--- config.mk ---
export PLATFORM = sky130hd
export DESIGN_NAME = frame_board
export DESIGN_NICKNAME = d
export VERILOG_FILES = /design/src/verilog/frame_pkg.sv /design/src/verilog/rst_seq_fsm.sv /design/src/verilog/hold_timer.sv /design/src/verilog/snd_pwm_dac.sv /design/src/verilog/joy_mapper.sv /design/src/verilog/frame_board.sv
export SDC_FILE = /design/constraint.sdc
export NUM_CORES = 1
export LEC_CHECK = 0
export BUFFER_PORTS_ARGS = -buffer_cell sky130_fd_sc_hd__buf_4
export CORE_UTILIZATION = 40
export CTS_CLUSTER_SIZE = 16
export DETAILED_ROUTE_END_ITERATION = 7
export GPL_ROUTABILITY_DRIVEN = 1
export PLACE_DENSITY_LB_ADDON = 0.2
export SETUP_SLACK_MARGIN = 0.1
export SYNTH_ARGS = -nofsm -noshare
export SYNTH_HDL_FRONTEND = slang
export SYNTH_SLANG_ARGS = --single-unit
--- constraint.sdc ---
create_clock -name clk_rgb -period 2.9 [get_ports clk_rgb]
set_input_delay 0.58 -clock clk_rgb [delete_from_list [all_inputs] [get_ports clk_rgb]]
set_output_delay 0.58 -clock clk_rgb [all_outputs]
set_load 0.02 [all_outputs]
--- src/verilog/frame_pkg.sv ---
// Shared types for the board-service block
// Sound sample and joystick word vectors, joystick bit positions,
// reset sequencer state encoding

`default_nettype none

package frame_pkg;

    typedef logic [15:0] snd_t;     // Game sound sample
    typedef logic [9:0]  joy_t;     // Joystick word, active high on the board side

    // Joystick word layout
    // Bits 3..0 are right, left, down, up
    localparam int JOY_BTN1  = 4;
    localparam int JOY_BTN3  = 6;
    localparam int JOY_COIN  = 7;
    localparam int JOY_START = 8;
    localparam int JOY_PAUSE = 9;

    // Reset sequencer states
    typedef enum logic [1:0] {
        ST_HOLD = 2'd0,     // Game held, hold period running or pending
        ST_LOAD = 2'd1,     // ROM download in progress
        ST_RUN  = 2'd2      // Game released
    } rst_state_e;

endpackage

`default_nettype wire

--- src/verilog/rst_seq_fsm.sv ---
// Reset sequencer FSM
// Collects the reset causes and decides when the game leaves reset

`timescale 1ns/1ns
`default_nettype none

module rst_seq_fsm import frame_pkg::*; (
    input  logic clk_rgb,
    input  logic rst,
    input  logic dip_flip,
    input  logic rst_req,
    input  logic downloading,
    input  logic hold_done,
    output logic hold_start,
    output logic game_rst
);

    rst_state_e state;
    logic       dip_q;      // Last seen flip switch
    logic       armed;      // Hold count must be (re)started
    logic       trig;

    // Any change of the flip switch forces a new reset
    always_ff @(posedge clk_rgb) begin
        dip_q <= dip_flip;
    end

    assign trig = rst_req | (dip_flip != dip_q) | downloading;

    // Start the hold count on the first cycle free of triggers
    assign hold_start = armed & ~trig & (state != ST_RUN);

    assign game_rst = (state != ST_RUN);

    always_ff @(posedge clk_rgb) begin
        if (rst) begin
            state <= ST_HOLD;
            armed <= 1'b1;
        end else if (downloading) begin
            state <= ST_LOAD;
            armed <= 1'b1;
        end else if (trig) begin
            state <= ST_HOLD;   // Restarts an ongoing hold too
            armed <= 1'b1;
        end else begin
            case (state)
                ST_LOAD: begin
                    state <= ST_HOLD;   // Download over, hold_start fires now
                    armed <= 1'b0;
                end
                ST_HOLD: begin
                    if (armed) begin
                        armed <= 1'b0;
                    end else if (hold_done) begin
                        state <= ST_RUN;
                    end
                end
                ST_RUN: begin
                    armed <= 1'b0;
                end
                default: begin
                    state <= ST_HOLD;
                    armed <= 1'b1;
                end
            endcase
        end
    end

endmodule

`default_nettype wire

--- src/verilog/hold_timer.sv ---
// Reset hold timer
// Down-counter loaded on hold_start, one done pulse per finished count

`timescale 1ns/1ns
`default_nettype none

module hold_timer #(
    parameter int RST_CYCLES = 16
) (
    input  logic clk_rgb,
    input  logic rst,
    input  logic hold_start,
    output logic hold_done
);

    localparam int CNT_W = $clog2(RST_CYCLES + 1);

    logic [CNT_W-1:0] cnt;     // Idle at zero

    always_ff @(posedge clk_rgb) begin
        if (rst) begin
            cnt       <= '0;
            hold_done <= 1'b0;
        end else if (hold_start) begin
            cnt       <= CNT_W'(RST_CYCLES);
            hold_done <= 1'b0;
        end else if (cnt != '0) begin
            cnt       <= cnt - 1'b1;
            hold_done <= (cnt == CNT_W'(1));  // High as the count lands on zero
        end else begin
            hold_done <= 1'b0;
        end
    end

endmodule

`default_nettype wire

--- src/verilog/snd_pwm_dac.sv ---
// First-order sigma-delta sound DAC
// 16-bit sample in, one-bit pulse-density stream out

`timescale 1ns/1ns
`default_nettype none

module snd_pwm_dac import frame_pkg::*; #(
    parameter bit SIGNED_SND = 1'b0
) (
    input  logic clk_rgb,
    input  logic rst,
    input  snd_t snd,
    output logic snd_pwm
);

    snd_t        snd_off;   // Sample as unsigned offset value
    snd_t        acc;
    logic [16:0] sum;

    // Two's complement to offset binary
    always_comb begin
        snd_off = snd;
        if (SIGNED_SND) begin
            snd_off[15] = ~snd[15];
        end
    end

    assign sum = {1'b0, acc} + {1'b0, snd_off};

    always_ff @(posedge clk_rgb) begin
        if (rst) begin
            acc     <= '0;
            snd_pwm <= 1'b0;
        end else begin
            acc     <= sum[15:0];
            snd_pwm <= sum[16];     // Carry gives the density
        end
    end

endmodule

`default_nettype wire

--- src/verilog/joy_mapper.sv ---
// Joystick mapper
// Board joysticks to active-low game controls, coin and start split,
// pause toggle

`timescale 1ns/1ns
`default_nettype none

module joy_mapper import frame_pkg::*; #(
    parameter bit THREE_BUTTONS = 1'b0
) (
    input  logic       clk_rgb,
    input  logic       rst,
    input  logic       game_rst,
    input  joy_t       board_joystick1,
    input  joy_t       board_joystick2,
    output joy_t       game_joystick1,
    output joy_t       game_joystick2,
    output logic [1:0] game_coin,
    output logic [1:0] game_start,
    output logic       game_pause
);

    logic pause_in;
    logic pause_q;

    // Invert and mask the bits the game does not read
    function automatic joy_t map_joy(input joy_t board);
        joy_t game;
        game            = ~board;
        game[JOY_COIN]  = 1'b1;
        game[JOY_START] = 1'b1;
        game[JOY_PAUSE] = 1'b1;
        if (!THREE_BUTTONS) begin
            game[JOY_BTN3] = 1'b1;
        end
        return game;
    endfunction

    assign pause_in = board_joystick1[JOY_PAUSE] | board_joystick2[JOY_PAUSE];

    always_ff @(posedge clk_rgb) begin
        if (rst) begin
            game_joystick1 <= '1;   // All released
            game_joystick2 <= '1;
            game_coin      <= 2'b11;
            game_start     <= 2'b11;
        end else begin
            game_joystick1 <= map_joy(board_joystick1);
            game_joystick2 <= map_joy(board_joystick2);
            game_coin      <= ~{board_joystick2[JOY_COIN], board_joystick1[JOY_COIN]};
            game_start     <= ~{board_joystick2[JOY_START], board_joystick1[JOY_START]};
        end
    end

    // Pause flips on each press, game reset clears it
    always_ff @(posedge clk_rgb) begin
        if (rst) begin
            pause_q    <= 1'b0;
            game_pause <= 1'b0;
        end else begin
            pause_q <= pause_in;
            if (game_rst) begin
                game_pause <= 1'b0;
            end else if (pause_in && !pause_q) begin
                game_pause <= ~game_pause;
            end
        end
    end

endmodule

`default_nettype wire

--- src/verilog/frame_board.sv ---
// Board-service top level
// Reset sequencer with hold timer, sound DAC and joystick mapper

`timescale 1ns/1ns
`default_nettype none

module frame_board import frame_pkg::*; #(
    parameter int RST_CYCLES    = 16,
    parameter bit SIGNED_SND    = 1'b0,
    parameter bit THREE_BUTTONS = 1'b0
) (
    input  logic       clk_rgb,
    input  logic       rst,
    // Reset causes
    input  logic       dip_flip,
    input  logic       rst_req,
    input  logic       downloading,
    // Sound
    input  snd_t       snd,
    output logic       snd_pwm,
    output logic       game_rst,
    // Joysticks
    input  joy_t       board_joystick1,
    input  joy_t       board_joystick2,
    output joy_t       game_joystick1,
    output joy_t       game_joystick2,
    output logic [1:0] game_coin,
    output logic [1:0] game_start,
    output logic       game_pause
);

    logic hold_start;
    logic hold_done;

    rst_seq_fsm u_rst_seq (
        .clk_rgb        ( clk_rgb         ),
        .rst            ( rst             ),
        .dip_flip       ( dip_flip        ),
        .rst_req        ( rst_req         ),
        .downloading    ( downloading     ),
        .hold_done      ( hold_done       ),
        .hold_start     ( hold_start      ),
        .game_rst       ( game_rst        )
    );

    hold_timer #(.RST_CYCLES(RST_CYCLES)) u_hold (
        .clk_rgb        ( clk_rgb         ),
        .rst            ( rst             ),
        .hold_start     ( hold_start      ),
        .hold_done      ( hold_done       )
    );

    snd_pwm_dac #(.SIGNED_SND(SIGNED_SND)) u_dac (
        .clk_rgb        ( clk_rgb         ),
        .rst            ( rst             ),
        .snd            ( snd             ),
        .snd_pwm        ( snd_pwm         )
    );

    joy_mapper #(.THREE_BUTTONS(THREE_BUTTONS)) u_joy (
        .clk_rgb        ( clk_rgb         ),
        .rst            ( rst             ),
        .game_rst       ( game_rst        ),
        .board_joystick1( board_joystick1 ),
        .board_joystick2( board_joystick2 ),
        .game_joystick1 ( game_joystick1  ),
        .game_joystick2 ( game_joystick2  ),
        .game_coin      ( game_coin       ),
        .game_start     ( game_start      ),
        .game_pause     ( game_pause      )
    );

endmodule

`default_nettype wire

==> results of run 1 <==
-- through the flow --
stage	total power [mW]	hold slack (ns)	worst slack [ns]	cell area, um2
finish	2.20	0.398	0.501	2680
global route	2.40	0.380	0.397	2680
CTS	2.23	0.386	0.490	2680
detailed placement	1.81	0.430	0.169	2590
global placement	1.79	0.429	0.180	2590
floorplan	1.60	0.412	0.399	2150
-- final cells by class --
class	count	area share [%]
multi-input cells	172	42.9
flip-flops and latches	45	33.6
repair buffers	58	16.2
well taps	70	3.26
clock buffers	5	2.57
clock inverters	3	0.933
inverters	4	0.560
-- power breakdown --
group	internal, mW	switching (mW)
Combinational	0.464	0.534
Clock	0.174	0.225
Sequential	0.752	0.0493
Total	1.39	0.808
-- cell families (layout without fill, tap and decap cells) --
group           count (synthesis)  in the layout  share of synthesized area (%)
buf+inv                        18             70                           4.60
compound gates                 44             44                           13.7
other cells                     1              8                          0.177
mux                             4              4                           2.12
xor+xnor                       13             13                           5.37
flops                          45             45                           42.5
fa+ha+maj                      19             19                           11.6
simple gates                   84             84                           20.0
-- registers in the layout, summed over array words and instances, names as in the netlist --
register	cells
u_rst_seq.state	2
u_joy.game_coin	2
u_joy.game_joystick1	6
u_joy.game_start	2
u_dac.acc	16
u_joy.game_joystick2	6
u_rst_seq.armed	1
u_rst_seq.dip_q	1
u_dac.snd_pwm	1
u_joy.game_pause	1
u_hold.hold_done	1
u_joy.pause_q	1
u_hold.cnt	5
-- layout by cell type, fill, tap and decap left out, types with 3 or more instances in the layout --
cell type / instances
buf_4: 58
dfxtp_1: 45
inv_1: 4
conb_1: 8
o21ai_0: 5
nand2_1: 17
a21o_1: 6
nor2b_1: 8
nand2b_1: 17
a21oi_1: 16
nor3_1: 4
nand3_1: 3
clkbuf_8: 5
nor2_1: 23
mux2_1: 3
ha_1: 18
xnor2_1: 8
xor2_1: 5
-- worst paths after layout --
| kind | end | slack, ns | depth (start not counted) |
|---|---|---|---|
| min | u_rst_seq.dip_q | 0.40 | 1 |
| max reg2reg | u_dac.acc[12] | 0.60 | 7 |
| max | u_dac.acc[12] | 0.50 | 8 |
| min reg2reg | u_rst_seq.state[1] | 0.45 | 1 |
-- per-layer routing --
metal  vias to the layer above  share of wire (%)  wire length [um]
met5                         -                  0                 0
met3                         4                5.8               222
met1                       746                 46              1790
met2                        43                 47              1810
met4                         0               0.88                34
li1                        875                  -                 -
==> flow_metrics.env, run 1 <==
export IMPL_fin_worst_skew_ns=0.00614
export IMPL_drtIter0Drc=35
export IMPL_drive_gt1_share_pct=25.1
export IMPL_utilization_pct=52.5
export IMPL_synth_top_area_share_pct=42.5
export IMPL_cts_buffers=5
export IMPL_antenna_found_initial=0
export IMPL_post_cts_buffers=0
export IMPL_critPathKind="in2reg"
export IMPL_p_leak_nw=1.24
export IMPL_cp_slowest_stage_delay_ns=0.42
export IMPL_grt_max_degree=46
export IMPL_finalMaxSlewViolations=0
export IMPL_diodes=0
export IMPL_rsz0062_at_grt="false"
export IMPL_root_buffer="clkbuf_8"
export IMPL_cts_clk_slew_worst_paths_ns=0.08
export IMPL_clk_latency_ns=0.30
export IMPL_yosys_area_top_type="dfxtp_1"
export IMPL_first_pass_iters=4
export IMPL_crit_fanout=3
export IMPL_multi_input_area_mm2=0.00115
export IMPL_ys_ff_latch=45
export IMPL_cts_num_sinks=45
export IMPL_cp_data_required_time_ns=3.09
export IMPL_fin_crit_sh_pct=82.7
export IMPL_ys_flop_type="dfxtp_1"
export IMPL_grt_busiest_layer="met2"
export IMPL_io_pins=68
export IMPL_place_port_buffers=57
export IMPL_endpoint_kind="flip-flop"
export IMPL_rows=26
export IMPL_start_util_pct=41.5
export IMPL_timing_fmax_mhz=417
export IMPL_die_height_um=74.8
export IMPL_ctsHtreeMaxLevel=2
export IMPL_dp_cells=349
export IMPL_synth_area_leaders="dfxtp_1 42%, ha_1 11%, nand2b_1 5.0%"
export IMPL_power_density_mw_per_mm2=820
export IMPL_grt_met1_usage_pct=17.1
export IMPL_min_delay_start="dip_flip"
export IMPL_layout_nets=346
export IMPL_yosys_warnings=0
export IMPL_met3_usage_pct=5.09
export IMPL_r2r_start="u_dac.acc[0]"
export IMPL_peakVddDrop_mv=0.359
export IMPL_crit_slowest_cell="fa_1"
export IMPL_hold_viol_final=0
export IMPL_startpoint_type="primary input"
export IMPL_sequential_cell_area_um2=901
export IMPL_synth_edf_count=0
export IMPL_cts_resized=0
export IMPL_crit_buf_inv=1
export IMPL_ys_types=45
export IMPL_syn_to_final_growth_pct=26.4
export IMPL_grt_ovfl_total=0
export IMPL_synthTopCellsByCount="45 x dfxtp_1, 23 x nor2_1, 18 x ha_1"
export IMPL_yosysMostFrequentCell="dfxtp_1"
export IMPL_wirelength_um=3860
export IMPL_worstPathArrival_ns=2.59
export IMPL_grt_pass1_wl_um=6280
export IMPL_track_usage_pct=14.9
export IMPL_ant_nets=0
export IMPL_finalCriticalPeriod_ns=2.40
export IMPL_core_mm2=0.00511
export IMPL_cts_hold_buffers=0
export IMPL_finalSetupViolations=0
export IMPL_crit_path_start="snd[0]"
export IMPL_tns_ns=0
export IMPL_hpwl_um=2870
export IMPL_synth_cell_area_mm2=0.00212
export IMPL_place_congestion=0.806
export IMPL_postSynthAreaPerCell_um2=9.31
export IMPL_yosysSeqAreaShare_pct=42.5
export IMPL_grt_pass1_vias=1548
export IMPL_nFillCells=519
export IMPL_cp_top_family="compound AO/OA/AOI/OAI gates"
export IMPL_instances_no_fill=357
export IMPL_cts_buffer_depth=2
export IMPL_grtUsageMet2_pct=25.3
export IMPL_die_w_um=74.8
export IMPL_wl_per_cell_um=10.8
export IMPL_synthArstFlopShare_pct=0
export IMPL_hp_class="in2reg"
export IMPL_postSynthCellCount=228
export IMPL_status="finished, final reports clean"
export IMPL_dieArea_mm2=0.00560
export IMPL_crit_path_cell_trace="buf_4, ha_1, fa_1, a21o_1, a221oi_2, nor2_2, a311oi_2, mux2_1"
export IMPL_cts_tree="built"
export IMPL_post_drt_via_cell_ratio=4.67
export IMPL_drc=0
export IMPL_cap_violations=0
export IMPL_num_vias=1668
Note: power is estimated with default switching activity, not from simulation.
==> inputs of run 2 (changes only) <==
==> constraint.sdc (replaced) <==
create_clock -name clk_rgb -period 2.2 [get_ports clk_rgb]
set_input_delay 0.44 -clock clk_rgb [delete_from_list [all_inputs] [get_ports clk_rgb]]
set_output_delay 0.44 -clock clk_rgb [all_outputs]
set_load 0.02 [all_outputs]
==> flow_metrics.env, run 2 (synthesis gave the netlist of run 1 again) <==
export IMPL_start_util_pct=41.5
export IMPL_drc=0
export IMPL_worstPathArrival_ns=2.30
export IMPL_final_common_cell="buf_4"
export IMPL_nFillCells=475
export IMPL_reg2reg_slack_ns=0.08
export IMPL_dp_slack_ns=-0.337
export IMPL_track_usage_pct=15.9
export IMPL_hold_viol_final=0
export IMPL_cap_violations=0
export IMPL_fin_worst_skew_ns=0.00686
export IMPL_max_flop_register="u_dac.acc"
export IMPL_wirelength_um=4000
export IMPL_ctsHtreeMaxLevel=2
export IMPL_hp_class="in2reg"
export IMPL_core_mm2=0.00511
export IMPL_clk_latency_ns=0.29
export IMPL_hpwl_um=3060
export IMPL_finalMaxSlewViolations=0
export IMPL_startpoint_type="flip-flop"
export IMPL_grt_max_degree=46
export IMPL_rsz0062_at_grt="true"
export IMPL_syn_to_final_growth_pct=35.8
export IMPL_rows=26
export IMPL_layout_nets=362
export IMPL_largest_reg_flops=16
export IMPL_reg_top3="u_dac.acc: 16 flops, u_joy.game_joystick1: 6 flops, u_joy.game_joystick2: 6 flops"
export IMPL_drive_gt1_share_pct=30.7
export IMPL_finalSetupViolations=0
export IMPL_cp_top_family="compound AO/OA/AOI/OAI gates"
export IMPL_cp_depth=7
export IMPL_p_leak_nw=1.34
export IMPL_dieArea_mm2=0.00560
export IMPL_grt_pass1_vias=1658
export IMPL_place_port_buffers=57
export IMPL_grt_pass1_wl_um=6720
export IMPL_reg2reg_depth=7
export IMPL_cts_clk_slew_worst_paths_ns=0.08
export IMPL_io_pins=68
export IMPL_drtIter0Drc=42
export IMPL_die_height_um=74.8
export IMPL_tns_ns=0
export IMPL_endpoint_kind="flip-flop"
export IMPL_min_path_cells=1
export IMPL_cts_tree="built"
export IMPL_crit_path_cell_trace="ha_4, fa_2, a21o_1, a221oi_4, nor2_2, a311oi_2, mux2_1"
export IMPL_ant_nets=0
export IMPL_timing_fmax_mhz=471
export IMPL_antenna_found_initial=0
export IMPL_grt_ovfl_total=0
export IMPL_die_w_um=74.8
export IMPL_setup_ws_ns=0.0777
export IMPL_wl_per_cell_um=10.7
export IMPL_root_buffer="clkbuf_8"
export IMPL_crit_slowest_cell="dfxtp_2"
export IMPL_first_pass_iters=6
export IMPL_num_vias=1734
export IMPL_diodes=0
export IMPL_cp_data_required_time_ns=2.38
export IMPL_peakVddDrop_mv=0.456
export IMPL_crit_fanout=3
export IMPL_cts_num_sinks=45
export IMPL_critPathKind="reg2reg"
export IMPL_finalCriticalPeriod_ns=2.12
export IMPL_layout_common_cells="74 x buf_4, 44 x dfxtp_1, 23 x nor2_1"
export IMPL_post_drt_via_cell_ratio=4.65
export IMPL_power_density_mw_per_mm2=1140
export IMPL_status="finished, final reports clean"
export IMPL_crit_buf_inv=0
export IMPL_cp_slowest_stage_delay_ns=0.34
export IMPL_cts_buffer_depth=2
export IMPL_place_congestion=0.798
export IMPL_fin_crit_sh_pct=96.5
export IMPL_cts_buffers=5
[run 2: cell types whose count changed in the layout (fill, tap and decap cells not counted), sizes merged]
cell,before,now
buf,58,74
bufinv,0,2
clkinvlp,1,0
inv,5,4
[run 2: layout make-up]
| type | instances | area, um2 | area share [%] |
|---|---|---|---|
| Inverter | 4 | 15.0 | 0.521 |
| Multi-Input combinational cell | 172 | 1190 | 41.2 |
| Tap cell | 70 | 87.6 | 3.04 |
| Timing Repair Buffer | 74 | 556 | 19.3 |
| Clock inverter | 3 | 65.1 | 2.26 |
| Sequential cell | 45 | 902 | 31.3 |
| Clock buffer | 5 | 68.8 | 2.39 |
[run 2: path summary, 6_finish.rpt]
| kind | from | endpoint |
|---|---|---|
| worst max-delay path | u_dac.acc[0] | u_dac.acc[12] |
| worst min-delay path | dip_flip | u_rst_seq.dip_q |
| worst max register to register | u_dac.acc[0] | u_dac.acc[12] |
| worst min register to register | u_rst_seq.state[0] | u_rst_seq.state[1] |
[run 2: power breakdown]
part / internal (mW) / switching (mW)
Sequential: 0.992 / 0.0680
Combinational: 0.759 / 0.750
Clock: 0.451 / 0.275
Total: 2.20 / 1.09
[run 2: metrics by stage]
| stage | hold WS [ns] | instances | util, % | power, mW | area [um2] |
|---|---|---|---|---|---|
| 6_report | 0.267 | 373 | 56.4 | 3.30 | 2880 |
| 5_1_grt | 0.249 | 373 | 56.4 | 3.58 | 2880 |
| 4_1_cts | 0.255 | 371 | 55.7 | 3.29 | 2840 |
| 3_5_place_dp | 0.435 | 362 | 52.9 | 2.54 | 2700 |
| 3_3_place_gp | 0.425 | 362 | 52.9 | 2.51 | 2700 |
| 2_1_floorplan | 0.412 | 235 | - | 2.11 | 2160 |
[run 2: timing repair]
item | 4_1_cts | 5_1_grt
pin swaps | 7 | 2
gates resized for setup | 1 | 3
hold buffers | 0 | 0
setup endpoints to repair | 3 | 3
setup buffers | 2 | 2
[run 2: metal layers]
metal / wire (um) / vias to the layer above / track usage, %
li1: - / 913 / -
met1: 1640 / 763 / 17.2
met2: 2000 / 48 / 27.8
met3: 275 / 10 / 6.16
met4: 82 / 0 / 6.08
met5: 0 / - / 0
